--- src/common/cam_cfg.svh ---
// image size, frame buffer address width and raster timing macros
`ifndef CAM_CFG_SVH
`define CAM_CFG_SVH

// captured image, kept small so a simulation covers whole frames
`define CAM_IMG_COLS 8
`define CAM_IMG_ROWS 4
`define CAM_IMG_PXLS 32
// log2 of CAM_IMG_PXLS
`define CAM_NB_ADDR 5

// horizontal raster, in pixels
`define VGA_H_VISIBLE 16
`define VGA_H_FRONT 2
`define VGA_H_SYNC 2
`define VGA_H_BACK 2

// vertical raster, in lines
`define VGA_V_VISIBLE 8
`define VGA_V_FRONT 1
`define VGA_V_SYNC 1
`define VGA_V_BACK 1

// column and row counters must hold the line total (22)
`define VGA_NB_COORD 5

`endif
--- src/common/cam_pkg.sv ---
// pixel, frame buffer address, raster coordinate and colour filter types
`include "cam_cfg.svh"

package cam_pkg;

  // rgb444 pixel as stored in the frame buffer
  // red sits in the top nibble, blue in the bottom one
  typedef struct packed {
    logic [3:0] red;
    logic [3:0] green;
    logic [3:0] blue;
  } pixel_t;

  // linear frame buffer address, row * image columns + column
  typedef logic [`CAM_NB_ADDR-1:0] pxl_addr_t;

  // raster column or row
  typedef logic [`VGA_NB_COORD-1:0] coord_t;

  // per-channel keep mask
  // bit 2 red, bit 1 green, bit 0 blue
  // a cleared bit blanks that channel
  typedef logic [2:0] rgb_filter_t;

endpackage

--- src/common/vga_timing_if.sv ---
// raster timing bundle between the sync generator and the display block
`timescale 1ns/1ps

interface vga_timing_if;

  // one-cycle strobe every second clk
  logic            new_pxl;
  // high inside the visible area
  logic            visible;
  // active low syncs
  logic            hsync;
  logic            vsync;
  // raster position, steps in the cycle after new_pxl
  cam_pkg::coord_t col;
  cam_pkg::coord_t row;

  // generator side
  modport source (
    output new_pxl,
    output visible,
    output hsync,
    output vsync,
    output col,
    output row
  );

  // display side
  modport sink (
    input new_pxl,
    input visible,
    input hsync,
    input vsync,
    input col,
    input row
  );

endinterface

--- src/verilog/cam_vga_top.sv ---
// camera to vga top level: capture, frame buffer, raster timing and display
`timescale 1ns/1ps

module cam_vga_top (
  input  logic       clk,
  input  logic       rst_n,
  // low freezes the frame buffer contents
  input  logic       capture_en,
  input  logic       test_mode,
  input  logic [2:0] rgb_filter,
  // camera pins
  input  logic       cam_pclk,
  input  logic       cam_vsync,
  input  logic       cam_href,
  input  logic [7:0] cam_d,
  // vga pins
  output logic [3:0] vga_red,
  output logic [3:0] vga_green,
  output logic [3:0] vga_blue,
  output logic       vga_hsync,
  output logic       vga_vsync
);

  // capture to frame buffer
  logic               cap_wr_en;
  logic               fb_wr_en;
  cam_pkg::pxl_addr_t cap_wr_addr;
  cam_pkg::pixel_t    cap_wr_pixel;

  // frame buffer to display
  cam_pkg::pxl_addr_t disp_rd_addr;
  cam_pkg::pixel_t    disp_rd_pixel;

  vga_timing_if timing_if ();

  ov7670_capture u_capture (
    .clk      (clk),
    .rst_n    (rst_n),
    .pclk     (cam_pclk),
    .vsync    (cam_vsync),
    .href     (cam_href),
    .d        (cam_d),
    .wr_en    (cap_wr_en),
    .wr_addr  (cap_wr_addr),
    .wr_pixel (cap_wr_pixel)
  );

  // stop capture, the screen keeps showing the last frame
  assign fb_wr_en = cap_wr_en & capture_en;

  frame_buffer u_frame_buffer (
    .clk      (clk),
    .wr_en    (fb_wr_en),
    .wr_addr  (cap_wr_addr),
    .wr_pixel (cap_wr_pixel),
    .rd_addr  (disp_rd_addr),
    .rd_pixel (disp_rd_pixel)
  );

  vga_sync u_vga_sync (
    .clk    (clk),
    .rst_n  (rst_n),
    .timing (timing_if.source)
  );

  vga_display u_vga_display (
    .clk        (clk),
    .rst_n      (rst_n),
    .timing     (timing_if.sink),
    .test_mode  (test_mode),
    .rgb_filter (rgb_filter),
    .rd_addr    (disp_rd_addr),
    .rd_pixel   (disp_rd_pixel),
    .vga_red    (vga_red),
    .vga_green  (vga_green),
    .vga_blue   (vga_blue),
    .vga_hsync  (vga_hsync),
    .vga_vsync  (vga_vsync)
  );

endmodule

--- src/vga/vga_display.sv ---
// frame buffer read, test pattern, colour filter and sync alignment
// in three clk stages from raster position to outputs
`timescale 1ns/1ps
`include "cam_cfg.svh"

module vga_display (
  input  logic                 clk,
  input  logic                 rst_n,
  vga_timing_if.sink           timing,
  input  logic                 test_mode,
  input  cam_pkg::rgb_filter_t rgb_filter,
  output cam_pkg::pxl_addr_t   rd_addr,
  input  cam_pkg::pixel_t      rd_pixel,
  output logic [3:0]           vga_red,
  output logic [3:0]           vga_green,
  output logic [3:0]           vga_blue,
  output logic                 vga_hsync,
  output logic                 vga_vsync
);

  // raster position falls inside the captured image
  logic            in_img0;

  // stage one holds the address sent to the memory
  logic            in_img1;
  logic            vis1;
  logic            hs1;
  logic            vs1;
  logic [3:0]      tst_red1;
  logic [3:0]      tst_green1;

  // stage two waits for the memory read
  logic            in_img2;
  logic            vis2;
  logic            hs2;
  logic            vs2;
  logic [3:0]      tst_red2;
  logic [3:0]      tst_green2;

  // colour before and after the filter
  cam_pkg::pixel_t sel_pxl;
  cam_pkg::pixel_t flt_pxl;

  assign in_img0 = (timing.col < cam_pkg::coord_t'(`CAM_IMG_COLS)) &&
                   (timing.row < cam_pkg::coord_t'(`CAM_IMG_ROWS));

  // flags and syncs through stages one and two
  always_ff @(posedge clk or negedge rst_n) begin
    if (!rst_n) begin
      in_img1 <= 1'b0;
      vis1    <= 1'b0;
      hs1     <= 1'b1;
      vs1     <= 1'b1;
      in_img2 <= 1'b0;
      vis2    <= 1'b0;
      hs2     <= 1'b1;
      vs2     <= 1'b1;
    end else begin
      in_img1 <= in_img0;
      vis1    <= timing.visible;
      hs1     <= timing.hsync;
      vs1     <= timing.vsync;
      in_img2 <= in_img1;
      vis2    <= vis1;
      hs2     <= hs1;
      vs2     <= vs1;
    end
  end

  // read address and pattern nibbles, taken once per pixel on its first clk
  // the address wraps outside the image and in_img masks the result there
  always_ff @(posedge clk) begin
    if (!timing.new_pxl) begin
      rd_addr    <= cam_pkg::pxl_addr_t'(timing.row * `CAM_IMG_COLS + timing.col);
      tst_red1   <= timing.col[3:0];
      tst_green1 <= timing.row[3:0];
    end
    tst_red2   <= tst_red1;
    tst_green2 <= tst_green1;
  end

  always_comb begin
    // test pattern, then image pixel, then black
    if (test_mode) begin
      sel_pxl.red   = tst_red2;
      sel_pxl.green = tst_green2;
      sel_pxl.blue  = 4'h0;
    end else if (in_img2) begin
      sel_pxl = rd_pixel;
    end else begin
      sel_pxl = '0;
    end
    // channel mask and blanking outside the visible area
    flt_pxl.red   = (rgb_filter[2] && vis2) ? sel_pxl.red   : 4'h0;
    flt_pxl.green = (rgb_filter[1] && vis2) ? sel_pxl.green : 4'h0;
    flt_pxl.blue  = (rgb_filter[0] && vis2) ? sel_pxl.blue  : 4'h0;
  end

  // stage three registers all outputs on the same edge
  always_ff @(posedge clk or negedge rst_n) begin
    if (!rst_n) begin
      vga_red   <= 4'h0;
      vga_green <= 4'h0;
      vga_blue  <= 4'h0;
      vga_hsync <= 1'b1;
      vga_vsync <= 1'b1;
    end else begin
      vga_red   <= flt_pxl.red;
      vga_green <= flt_pxl.green;
      vga_blue  <= flt_pxl.blue;
      vga_hsync <= hs2;
      vga_vsync <= vs2;
    end
  end

endmodule

--- src/vga/vga_sync.sv ---
// raster timing generator: pixel-enable divider, column and row counters,
// visible flag and active low syncs
`timescale 1ns/1ps
`include "cam_cfg.svh"

module vga_sync (
  input  logic         clk,
  input  logic         rst_n,
  vga_timing_if.source timing
);

  // line and frame totals
  localparam int H_TOTAL = `VGA_H_VISIBLE + `VGA_H_FRONT + `VGA_H_SYNC + `VGA_H_BACK;
  localparam int V_TOTAL = `VGA_V_VISIBLE + `VGA_V_FRONT + `VGA_V_SYNC + `VGA_V_BACK;
  // sync intervals, end is exclusive
  localparam int H_SYNC_START = `VGA_H_VISIBLE + `VGA_H_FRONT;
  localparam int H_SYNC_END   = H_SYNC_START + `VGA_H_SYNC;
  localparam int V_SYNC_START = `VGA_V_VISIBLE + `VGA_V_FRONT;
  localparam int V_SYNC_END   = V_SYNC_START + `VGA_V_SYNC;

  logic            pxl_toggle;
  cam_pkg::coord_t col;
  cam_pkg::coord_t row;

  // clk / 2 pixel enable
  always_ff @(posedge clk or negedge rst_n) begin
    if (!rst_n)
      pxl_toggle <= 1'b0;
    else
      pxl_toggle <= ~pxl_toggle;
  end

  // counters step on the strobe, row steps at the end of each line
  always_ff @(posedge clk or negedge rst_n) begin
    if (!rst_n) begin
      col <= '0;
      row <= '0;
    end else if (pxl_toggle) begin
      if (col == cam_pkg::coord_t'(H_TOTAL - 1)) begin
        col <= '0;
        if (row == cam_pkg::coord_t'(V_TOTAL - 1))
          row <= '0;
        else
          row <= row + 1'b1;
      end else begin
        col <= col + 1'b1;
      end
    end
  end

  assign timing.new_pxl = pxl_toggle;
  assign timing.col     = col;
  assign timing.row     = row;

  // decoded straight from the counters so they move with col and row
  assign timing.visible = (col < cam_pkg::coord_t'(`VGA_H_VISIBLE)) &&
                          (row < cam_pkg::coord_t'(`VGA_V_VISIBLE));
  // low during the sync interval
  assign timing.hsync   = !((col >= cam_pkg::coord_t'(H_SYNC_START)) &&
                            (col <  cam_pkg::coord_t'(H_SYNC_END)));
  assign timing.vsync   = !((row >= cam_pkg::coord_t'(V_SYNC_START)) &&
                            (row <  cam_pkg::coord_t'(V_SYNC_END)));

endmodule

--- src/verilog/frame_buffer.sv ---
// simple dual-port pixel memory, one write port and one registered read port
`timescale 1ns/1ps
`include "cam_cfg.svh"

module frame_buffer (
  input  logic               clk,
  // capture side
  input  logic               wr_en,
  input  cam_pkg::pxl_addr_t wr_addr,
  input  cam_pkg::pixel_t    wr_pixel,
  // display side
  input  cam_pkg::pxl_addr_t rd_addr,
  output cam_pkg::pixel_t    rd_pixel
);

  // one word per image pixel
  cam_pkg::pixel_t mem [`CAM_IMG_PXLS];

  // write on the pulse
  always_ff @(posedge clk) begin
    if (wr_en)
      mem[wr_addr] <= wr_pixel;
  end

  // read data arrives one cycle after the address
  // a collision with a write gives the old word
  always_ff @(posedge clk) begin
    rd_pixel <= mem[rd_addr];
  end

endmodule

--- src/capture/ov7670_capture.sv ---
// ov7670 rgb444 capture: pin synchroniser, byte pairing and frame buffer
// write addressing
`timescale 1ns/1ps
`include "cam_cfg.svh"

module ov7670_capture (
  input  logic               clk,
  input  logic               rst_n,
  input  logic               pclk,
  input  logic               vsync,
  input  logic               href,
  input  logic [7:0]         d,
  output logic               wr_en,
  output cam_pkg::pxl_addr_t wr_addr,
  output cam_pkg::pixel_t    wr_pixel
);

  // counters saturate one past the image, so they need room for that value
  localparam int NB_COL = $clog2(`CAM_IMG_COLS + 1);
  localparam int NB_ROW = $clog2(`CAM_IMG_ROWS + 1);

  // two sync stages plus one more for edge detection
  logic [2:0]        pclk_sr;
  logic [2:0]        vsync_sr;
  logic [2:0]        href_sr;
  logic [7:0]        d_s1;
  logic [7:0]        d_s2;

  logic              pclk_rise;
  logic              vsync_rise;
  logic              href_fall;
  logic              sample;

  // 0: waiting for the first byte of a pixel, 1: waiting for the second
  logic              byte_phase;
  logic [3:0]        red_hold;
  logic [NB_COL-1:0] col_cnt;
  logic [NB_ROW-1:0] row_cnt;
  logic              in_img;

  // control pins, bit 1 is the synchronised level
  always_ff @(posedge clk or negedge rst_n) begin
    if (!rst_n) begin
      pclk_sr  <= '0;
      vsync_sr <= '0;
      href_sr  <= '0;
    end else begin
      pclk_sr  <= {pclk_sr[1:0], pclk};
      vsync_sr <= {vsync_sr[1:0], vsync};
      href_sr  <= {href_sr[1:0], href};
    end
  end

  // data bus, same two-stage delay as the strobes
  always_ff @(posedge clk) begin
    d_s1 <= d;
    d_s2 <= d_s1;
  end

  assign pclk_rise  = pclk_sr[1] & ~pclk_sr[2];
  assign vsync_rise = vsync_sr[1] & ~vsync_sr[2];
  assign href_fall  = ~href_sr[1] & href_sr[2];
  // byte strobe, only bytes inside href count
  assign sample     = pclk_rise & href_sr[1];

  // bytes past the image edge are dropped here
  assign in_img = (col_cnt < NB_COL'(`CAM_IMG_COLS)) &&
                  (row_cnt < NB_ROW'(`CAM_IMG_ROWS));

  always_ff @(posedge clk or negedge rst_n) begin
    if (!rst_n) begin
      byte_phase <= 1'b0;
      col_cnt    <= '0;
      row_cnt    <= '0;
      wr_en      <= 1'b0;
    end else begin
      wr_en <= 1'b0;
      if (vsync_rise) begin
        // new frame starts at the top left
        byte_phase <= 1'b0;
        col_cnt    <= '0;
        row_cnt    <= '0;
      end else if (href_fall) begin
        // end of line, an unpaired byte is lost
        byte_phase <= 1'b0;
        col_cnt    <= '0;
        if (row_cnt < NB_ROW'(`CAM_IMG_ROWS))
          row_cnt <= row_cnt + 1'b1;
      end else if (sample) begin
        byte_phase <= ~byte_phase;
        if (byte_phase) begin
          wr_en <= in_img;
          if (col_cnt < NB_COL'(`CAM_IMG_COLS))
            col_cnt <= col_cnt + 1'b1;
        end
      end
    end
  end

  // pixel payload
  // first byte xxxxRRRR, second byte GGGGBBBB
  always_ff @(posedge clk) begin
    if (sample && !byte_phase)
      red_hold <= d_s2[3:0];
    if (sample && byte_phase) begin
      wr_pixel <= {red_hold, d_s2[7:4], d_s2[3:0]};
      wr_addr  <= cam_pkg::pxl_addr_t'(row_cnt * `CAM_IMG_COLS + col_cnt);
    end
  end

endmodule

--- config.mk ---
export PLATFORM = sky130hd
export DESIGN_NAME = cam_vga_top
export DESIGN_NICKNAME = d
export VERILOG_FILES = /design/src/common/cam_pkg.sv /design/src/common/vga_timing_if.sv /design/src/verilog/cam_vga_top.sv /design/src/vga/vga_display.sv /design/src/vga/vga_sync.sv /design/src/verilog/frame_buffer.sv /design/src/capture/ov7670_capture.sv
export VERILOG_INCLUDE_DIRS = /design/src /design/src/common
export SDC_FILE = /design/constraint.sdc
export NUM_CORES = 1
export LEC_CHECK = 0
export BUFFER_PORTS_ARGS = -buffer_cell sky130_fd_sc_hd__buf_2
export CORE_AREA = 2 2 171 173
export CTS_BUF_LIST = sky130_fd_sc_hd__clkbuf_16
export DETAILED_ROUTE_END_ITERATION = 12
export DIE_AREA = 0 0 173 175
export PLACE_DENSITY = 0.95
export SLEW_MARGIN = 5
export SYNTH_ARGS = -nofsm -noshare
export SYNTH_HDL_FRONTEND = slang
export SYNTH_SLANG_ARGS = --single-unit
--- constraint.sdc ---
create_clock -name clk -period 2.85 [get_ports clk]
set_input_delay 0.4275 -clock clk [delete_from_list [all_inputs] [get_ports clk]]
set_output_delay 0.4275 -clock clk [all_outputs]
set_load 0.05 [all_outputs]
==> results of run 1 <==
==> path summary, 6_finish.rpt <==
check	to	from	depth (start not counted)	slack [ps]
setup reg to reg	u_frame_buffer.rd_pixel[5]	u_vga_display.tst_red1[1]	5	450
setup / recovery	u_frame_buffer.rd_pixel[5]	u_vga_display.tst_red1[1]	5	450
max in group asynchronous	u_capture.byte_phase	rst_n	1	2050
hold / removal	u_vga_display.vga_green[1]	rst_n	1	80
min in group clk	u_vga_display.vga_green[1]	rgb_filter[1]	3	190
hold reg to reg	u_capture.d_s2[2]	u_capture.d_s1[2]	0	320
==> sequential cells by signal (all words and copies together), names as in the netlist, 5 cells and up <==
name	flops
u_frame_buffer.mem	384
u_capture.wr_pixel	12
u_frame_buffer.rd_pixel	12
u_capture.d_s1	8
u_capture.d_s2	8
u_capture.wr_addr	5
u_vga_sync.timing.col	5
u_vga_sync.timing.row	5
==> repair_timing <==
item / 4_1_cts / 5_1_grt
hold buffers: 11 / 0
endpoints found under the hold margin: 11 / 0
endpoints found under the setup margin: 0 / 0
==> area by class of cell <==
type	count	area, um^2	share of cell area
well taps	384	480	0.0227
flip-flops and latches	502	14500	0.684
repair buffers	103	773	0.0366
clock buffers	48	1200	0.0568
multi-input cells	532	4000	0.189
clock inverters	39	211	0.0100
inverters	5	18.8	0.000888
==> through the flow <==
step	cell area [um^2]	total power, uW	hold slack (ps)	instances	setup WS [ps]
floorplan	18900	8130	132	1094	940
global placement	19600	8180	311	1515	718
detailed placement	19600	8190	315	1515	613
CTS	21100	13900	115	1613	472
global route	21100	14100	200	1613	425
finish	21100	13800	81.4	1613	446
==> per-layer routing <==
layer	vias up	GRT usage	share of wire
met5	-	0	0
met3	151	0.0607	0.12
met2	934	0.507	0.49
li1	4446	-	-
met1	5351	0.399	0.34
met4	0	0.125	0.048
==> cells by family after synthesis <==
group                    count (synthesis)  synth area share
AO/OA/AOI/OAI                          138            0.0514
XOR/XNOR                                 8           0.00371
adder cells (fa/ha/maj)                  8           0.00530
buffers and inverters                   60            0.0245
flip-flops                             502             0.765
multiplexers                           193             0.102
AND/OR/NAND/NOR                        185            0.0475
==> power by group through the flow <==
stage,Clock (uW),Sequential (uW),Combinational [uW]
final,5780,7920,128
after CTS,5800,7920,128
after detailed placement,0,8080,114
after global routing,6070,7920,141
after global placement,0,8070,107
after floorplan,0,8090,40.9
==> cells in the final DEF, fill, tap and decap left out, types with 2 or more instances in the layout <==
cell type,Yosys,final
or3_1,3,3
o211ai_1,2,2
dfrtp_1,45,45
dfstp_2,6,6
a21oi_1,27,27
buf_12,8,4
xnor2_1,5,5
inv_1,5,19
clkinv_1,0,7
nor2b_1,4,2
nand3b_1,4,4
a31oi_1,14,14
dlygate4sd3_1,0,11
ha_1,8,8
nand3_1,27,27
nand4_1,16,16
nand2_1,41,41
nor3_1,14,14
xor2_1,3,3
buf_2,16,31
and4b_1,2,2
a21o_1,2,2
nand2b_1,3,3
mux2i_1,193,193
and2_1,5,4
o21ai_0,8,8
dfxtp_1,36,36
clkinv_2,0,11
buf_4,7,57
o31ai_1,2,2
clkinvlp_4,0,2
nor2_1,55,54
nor3b_1,3,3
a22o_1,25,25
inv_2,0,2
nor2b_4,0,2
a22oi_1,55,55
edfxtp_1,415,415
clkbuf_16,0,48
==> worst reg2reg max path, stage by stage (launching register included) <==
cell and delay [ps]:
edfxtp_1 680, buf_12 550, mux2i_1 300, a22oi_1 320, nand4_1 310, nand3_1 180
==> impl_metrics.tcl, run 1 <==
set metrics [dict create \
    outcome "finished clean" \
    synth.distinct_cells 47 \
    synthesis.area_um2 18900 \
    maxSlewHeadroom 0.125 \
    crit_buf_inv 1 \
    synth_edf_count 415 \
    post-synth-top-count-cell "edfxtp_1" \
    route.detailed.drc 0 \
    synth_area_leaders "edfxtp_1 (66%), mux2i_1 (10%), dfrtp_1 (6.0%)" \
    switching_share 0.198 \
    drive_above_1_share 0.139 \
    cp-start-kind "register" \
    ys_ff_latch 502 \
    io_buffers 31 \
    tightest_slew_ps 1310 \
    syn-num-nets 1120 \
    track_usage 0.304 \
    worst_ep_required_time_ps 3330 \
    rows 62 \
    post_cts_buffers 0 \
    comb_power_share 0.009 \
    die_width_um 173 \
    peakVddDrop_mv 0.591 \
    crit_path_end_kind "register" \
    first_pass_iters 6 \
    max_cap_viol_count 0 \
    ys_top_cells_by_count "edfxtp_1 (415), mux2i_1 (193), a22oi_1 (55), nor2_1 (55), dfrtp_1 (45)" \
    p_sw_uw 2740 \
    globalRoute.totalOverflow 0 \
    wl_per_cell_um 28.3 \
    ant_nets 0 \
    grt_pass1_wl_um 67800 \
    setup_tns_ps 0 \
    fin_crit_sh 0.844 \
    yosysSeqAreaShare 0.765 \
    avgViaCountPerCell 6.75 \
    async_reset_ff_frac 0.102 \
    start_util 0.666 \
    path_clk_slew_ps 60 \
    netlist_instances 1094 \
    critPathMaxFanout 87 \
    path_cells "buf_12 > mux2i_1 > a22oi_1 > nand4_1 > nand3_1" \
    cts_made_buffers 47 \
    antenna_found_initial 1 \
    crit_type "reg2reg" \
    die_area_um2 30300 \
    cp_top_family "flip-flops" \
    powerDensity_nw_per_um2 654 \
    clkPwrFrac 0.418 \
    grt_pass1_vias 10800 \
    finalHoldViolCount 0 \
    cts_root_buf "clkbuf_16" \
    diodes 0 \
    arrival_ps 2890 \
    cts_max_level 2 \
    core_um2 28400 \
    drt-total-wl_um 45600 \
    skew_ps 24.5 \
    vias 10900 \
    cts.sinks 502 \
    final.min_clock_period_ps 2400 \
    internal-power_uw 11100 \
    die_height_um 175 \
    synth_flop_cell "edfxtp_1" \
    yosysWarnings 0 \
    p_leak_uw 0.00864 \
    finalSetupViolCount 0 \
    fmax_mhz 416 \
    seqPwrFrac 0.573 \
    cts_tree "built" \
    grt_start_max_net_pins 88 \
    nets 1217 \
    clock_latency_ps 570 \
    yosysTopAreaCellShare 0.659 \
    hold_class "in2async" \
    drtIter0Drc 1753 \
    slowest_stage "edfxtp_1" \
    syn_avg_cell_area_um2 17.3 \
    routabilityCongestion 0.842 \
    synth_area_leader_cell "edfxtp_1" \
    ios 32 \
    fillers 1483 \
    drv_slew 0 \
    hpwl_um 25900 \
    grt_setup_unrepaired "false" \
    cpPeakStageDelay_ps 680 \
    clock_tree.buffer_depth 3 \
    finish.utilization 0.745 \
    cts_resized 0 \
    area_delta_synth_final_pct 11.9 \
]
(Power assumes the default switching activity.)
==> run 2: changes to the inputs <==
- CORE_AREA: 2 2 171 173 -> 2 2 178 180
- DIE_AREA: 0 0 173 175 -> 0 0 180 182
- PLACE_DENSITY: 0.95 -> 0.89
- clock period: 2.85 -> 2.3 ns (I/O delays scaled with it)
==> run 2 against run 1 <==
  * Sequential power up 24%
  * Setup slack got worse by 330 ps
  * Die area grew 8.2%
  * Via count shrank 4.6%
  * Final cell count rose by 1.8%
  * Core utilization down 5.7 points
==> impl_metrics.tcl, run 2 (synthesis gave the netlist of run 1 again) <==
set metrics [dict create \
    wl_per_cell_um 25.1 \
    top_usage_layer "met2" \
    arrival_ps 2590 \
    holdPathStages 3 \
    place_ws_ps 308 \
    clock_latency_ps 570 \
    start_util 0.610 \
    area_delta_synth_final_pct 12.7 \
    cts_tree "built" \
    peakVddDrop_mv 0.620 \
    cts_made_buffers 46 \
    drv_slew 0 \
    finalSetupViolCount 0 \
    rows 65 \
    path_clk_slew_ps 70 \
    cts.sinks 502 \
    antenna_found_initial 1 \
    die_width_um 180 \
    top_register "u_frame_buffer.mem" \
    finalHoldViolCount 0 \
    gr-usage-met1 0.327 \
    grt_setup_unrepaired "false" \
    largest_reg_flops 384 \
    powerDensity_nw_per_um2 802 \
    worst_slack_ps 111 \
    max_cap_viol_count 0 \
    grtUsageMet2 0.421 \
    globalRoute.totalOverflow 0 \
    finish.utilization 0.687 \
    hold-worst-slack_ps 98.8 \
    crit_type "reg2reg" \
    comb_power_share 0.009 \
    drive_above_1_share 0.148 \
    drt-total-wl_um 41300 \
    crit_path_end_kind "register" \
    first_pass_iters 6 \
    switching_share 0.198 \
    critPathMaxFanout 54 \
    hold_class "in2reg" \
    final.min_clock_period_ps 2190 \
    fillers 1732 \
    fin_crit_sh 0.952 \
    outcome "finished clean" \
    die_height_um 182 \
    skew_ps 32.7 \
    ios 32 \
    grt_pass1_wl_um 62100 \
    io_buffers 31 \
    worst_ep_required_time_ps 2700 \
    nets 1229 \
    cp-start-kind "register" \
    p_sw_uw 3380 \
    track_usage 0.252 \
    tightest_slew_ps 1340 \
    p_leak_uw 0.00868 \
    routabilityCongestion 0.834 \
    cts_max_level 2 \
    vias 10400 \
    dp.cells 1545 \
    diodes 0 \
    maxSlewHeadroom 0.105 \
    layout_commonest_cell "edfxtp_1" \
    use_met3 0.0527 \
    core_um2 31000 \
    avgViaCountPerCell 6.32 \
    seqPwrFrac 0.576 \
    hpwl_um 24100 \
    clock_tree.buffer_depth 3 \
    stdcell_count 1642 \
    ant_nets 0 \
    fmax_mhz 457 \
    drtIter0Drc 1508 \
    die_area_um2 32800 \
    reg.largest.list "u_frame_buffer.mem x384, u_capture.wr_pixel x12, u_frame_buffer.rd_pixel x12" \
    grt_pass1_vias 10500 \
    layout_common_cells "edfxtp_1 (415), mux2i_1 (193), buf_4 (66), a22oi_1 (55), nor2_1 (54)" \
    clkPwrFrac 0.416 \
    reg2reg_depth 7 \
    cts_resized 0 \
    route.detailed.drc 0 \
    cts_root_buf "clkbuf_16" \
    grt_start_max_net_pins 55 \
    r2r_setup_slack_ps 110 \
    internal-power_uw 13700 \
    setup_tns_ps 0 \
    post_cts_buffers 0 \
]
run 2: cell count changes in the layout (fill, tap and decap cells not counted), moves of 2 or more:
cell,change
buf_4,+9
inv_1,-6
buf_12,+3
clkinv_1,+3
clkinv_4,+3
clkinv_2,-2
run 2: worst paths after layout:
| check | from | to |
|---|---|---|
| max | u_vga_display.tst_red1[1] | u_frame_buffer.rd_pixel[2] |
| min | rgb_filter[2] | u_vga_display.vga_red[3] |
| max reg2reg | u_vga_display.tst_red1[1] | u_frame_buffer.rd_pixel[2] |
| min reg2reg | u_capture.d_s1[3] | u_capture.d_s2[3] |
| max in group asynchronous | rst_n | u_capture.col_cnt[1] |
| min in group asynchronous | rst_n | u_vga_display.vga_blue[1] |
run 2: metal layers:
metal  vias up  routed length (um)
met5         -                   9
met4         2                1720
met3       123                3890
met2       636               20500
met1      5156               15100
li1       4467                   -
run 2: worst max-delay path, cell delays in order (launching register included):
cell and delay (ps):
edfxtp_1 460, buf_12 380, buf_4 260, mux2i_1 240, a22o_1 180, nor3_1 70, a31oi_1 220, nand3_1 210
run 2: metrics by stage:
step	instance area [um^2]	power, uW
finish	21300	17100
global route	21300	17400
CTS	21300	17100
detailed placement	19800	10200
global placement	19800	10100
floorplan	18900	10100
run 2: power by group through the flow:
| stage | Sequential, uW | Clock [uW] | Combinational [uW] |
|---|---|---|---|
| 2_1_floorplan | 10000 | 0 | 50.7 |
| 3_3_place_gp | 10000 | 0 | 126 |
| 3_5_place_dp | 10000 | 0 | 131 |
| 4_1_cts | 9830 | 7110 | 149 |
| 5_1_grt | 9830 | 7440 | 165 |
| 6_report | 9830 | 7090 | 147 |
run 2: timing repair:
action / 4_1_cts / 5_1_grt
hold endpoints to repair: 33 / 0
hold buffers: 12 / 0
setup endpoints to repair: 0 / 0
run 2: final cells by class:
cell class	instances	area [um^2]	area share
multi-input cells	532	4000	0.188
clock inverters	38	228	0.0107
clock buffers	47	1180	0.0552
inverters	5	18.8	0.000881
repair buffers	116	911	0.0428
flip-flops and latches	502	14500	0.679
well taps	402	503	0.0236
==> run 3: changes to the inputs <==
- GPL_TIMING_DRIVEN: default -> 0
==> run 3 against run 2 <==
  * The flow now finishes with violations (negative setup slack)
  * Clock power about the same
  * Setup slack got worse by 280 ps
  * Clock-buffer cell count increased by 1
  * Maximum frequency decreased by 11%
  * Global-route usage increased by 1.2 points
  * Final cell count decreased by 0.67%
  * Register-to-register slack got worse by 280 ps
  * Wire length increased by 5.5%
  * Critical path depth decreased by 5
  * Clock skew decreased by 3.1 ps
  * Critical path type unchanged
  * Critical endpoint is now u_frame_buffer.mem[11][10]
  * Highest routed layer is now met4
==> impl_metrics.tcl, run 3 (synthesis gave the netlist of run 1 again) <==
set metrics [dict create \
    cts_tree "built" \
    max_cap_viol_count 0 \
    reg.largest.list "u_frame_buffer.mem x384, u_capture.wr_pixel x12, u_frame_buffer.rd_pixel x12" \
    route.detailed.drc 0 \
    drtIter0Drc 1588 \
    crit_type "reg2reg" \
    start_util 0.610 \
    worst_ep_required_time_ps 2500 \
    track_usage 0.264 \
    grt_setup_unrepaired "true" \
    first_pass_iters 6 \
    r2r-start "u_capture.wr_addr[0]" \
    cp-startpoint "u_capture.wr_addr[0]" \
    dp.cells 1527 \
    io_buffers 31 \
    final.min_clock_period_ps 2470 \
    internal-power_uw 13700 \
    arrival_ps 2680 \
    wl_per_cell_um 26.7 \
    drv_slew 0 \
    comb_power_share 0.009 \
    hold_class "in2reg" \
    switching_share 0.201 \
    cp-start-kind "register" \
    rows 65 \
    clock_latency_ps 580 \
    drt-total-wl_um 43500 \
    fillers 1758 \
    cpPeakStageDelay_ps 940 \
    hold_start "rgb_filter[2]" \
    skew_ps 29.6 \
    stdcell_count 1631 \
    largest_reg_flops 384 \
    layout_commonest_cell "edfxtp_1" \
    top_layer_used "met4" \
    vias 10700 \
    die_width_um 180 \
    slowest_stage "nor2_2" \
    grt_start_max_net_pins 52 \
    route.met2.wl_um 20700 \
    grt_pass1_vias 10500 \
    cts_max_level 2 \
    routabilityCongestion 0.899 \
    avgViaCountPerCell 6.55 \
    antenna_found_initial 0 \
    finalSetupViolCount 134 \
    regArea_um2 14500 \
    fin_crit_sh 1.08 \
    cts_root_buf "clkbuf_16" \
    met1_length_um 15900 \
    p_leak_uw 0.00863 \
    powerDensity_nw_per_um2 800 \
    clkPwrFrac 0.416 \
    critPathMaxFanout 12 \
    multiInputGateArea_um2 4090 \
    fmax_mhz 404 \
    path_cells "nand4_1 > nor2_2" \
    die_height_um 182 \
    globalRoute.totalOverflow 0 \
    tightest_slew_ps 1390 \
    ant_nets 0 \
    seqPwrFrac 0.575 \
    path_clk_slew_ps 70 \
    p_sw_uw 3430 \
    die_area_um2 32800 \
    area_delta_synth_final_pct 13.0 \
    diodes 0 \
    cts_made_buffers 47 \
    place_ws_ps -322 \
    peakVddDrop_mv 0.639 \
    dr_wl_met3_um 4940 \
    ios 32 \
    nets 1218 \
    maxSlewHeadroom 0.0716 \
    core_um2 31000 \
    cts.sinks 502 \
    crit_path_end_kind "register" \
    crit_buf_inv 0 \
    grt_pass1_wl_um 64100 \
    top_register "u_frame_buffer.mem" \
    worst_slack_ps -173 \
    failed_checks "negative setup slack" \
    drive_above_1_share 0.153 \
    outcome "finished with violations" \
    clock_tree.buffer_depth 3 \
    layout_common_cells "edfxtp_1 (415), mux2i_1 (193), a22oi_1 (55), clkbuf_16 (48), buf_2 (47)" \
    finalHoldViolCount 0 \
    hpwl_um 25200 \
    cp_top_family "simple AND/OR/NAND/NOR gates" \
]
## run 3: cell count changes in the layout (fill, tap and decap cells not counted), moves of 3 or more
cell and change:
buf_16 +5, buf_2 +16, buf_4 -58, buf_6 +5
clkbuf_1 +10, clkbuf_2 +7, clkinv_4 -3, inv_1 +5
nor2_1 -31, nor2_2 +25, nor2_4 +6
## run 3: layer usage
| layer | vias to the layer above | GRT usage |
|---|---|---|
| met3 | 157 | 0.0638 |
| met5 | - | 0 |
| li1 | 4446 | - |
| met4 | 0 | 0.105 |
| met1 | 5289 | 0.348 |
| met2 | 785 | 0.428 |
## run 3: what timing repair did
action | CTS | global route
endpoints found under the setup margin | 323 | 274
hold buffers | 12 | 0
gates resized for setup | 22 | 28
hold endpoints to repair | 26 | 0
buffers inserted | 1 | 0
## run 3: per-stage QoR
step           area (um^2)  utilization  total power [uW]  hold slack, ps  TNS, ps
3_3_place_gp         19600        0.631             10100             310   -37990
3_5_place_dp         19600        0.631             10200             315   -61380
6_report             21400        0.689             17100            85.3   -17470
5_1_grt              21400        0.689             17500            93.1   -23950
2_1_floorplan        18900            -             10100            49.4        0
4_1_cts              21200        0.683             17100            67.5   -12350
## run 3: final cells by class
type,instances,share of cell area
inverter,5,0.000879
sequential,502,0.677
tap,402,0.0236
timing repair buffer,49,0.0197
buffer,55,0.0211
clock buffer,48,0.0562
multi-input combinational,532,0.191
clock inverter,38,0.00984
## run 3: final timing paths
| path | end | slack [ps] | cells past startpoint |
|---|---|---|---|
| max | u_frame_buffer.mem[11][10] | -170 | 2 |
| min | u_vga_display.vga_red[1] | 90 | 3 |
| max reg2reg | u_frame_buffer.mem[11][10] | -170 | 2 |
| min reg2reg | u_capture.d_s2[6] | 330 | 0 |
| max in group asynchronous | u_capture.col_cnt[0] | 1080 | 2 |
| min in group asynchronous | u_vga_display.vga_blue[0] | 520 | 2 |
## run 3: worst register-to-register path, cell delays in order, from the launching register on
cell      delay [ps]
edfxtp_1         390
nand4_1          790
nor2_2           940
## run 3: power groups by stage
| stage | Combinational [uW] | Sequential, uW | Clock (uW) |
|---|---|---|---|
| detailed placement | 127 | 10000 | 0 |
| finish | 155 | 9830 | 7100 |
| global placement | 121 | 10000 | 0 |
| global route | 171 | 9830 | 7470 |
| floorplan | 50.7 | 10000 | 0 |
| CTS | 146 | 9840 | 7090 |
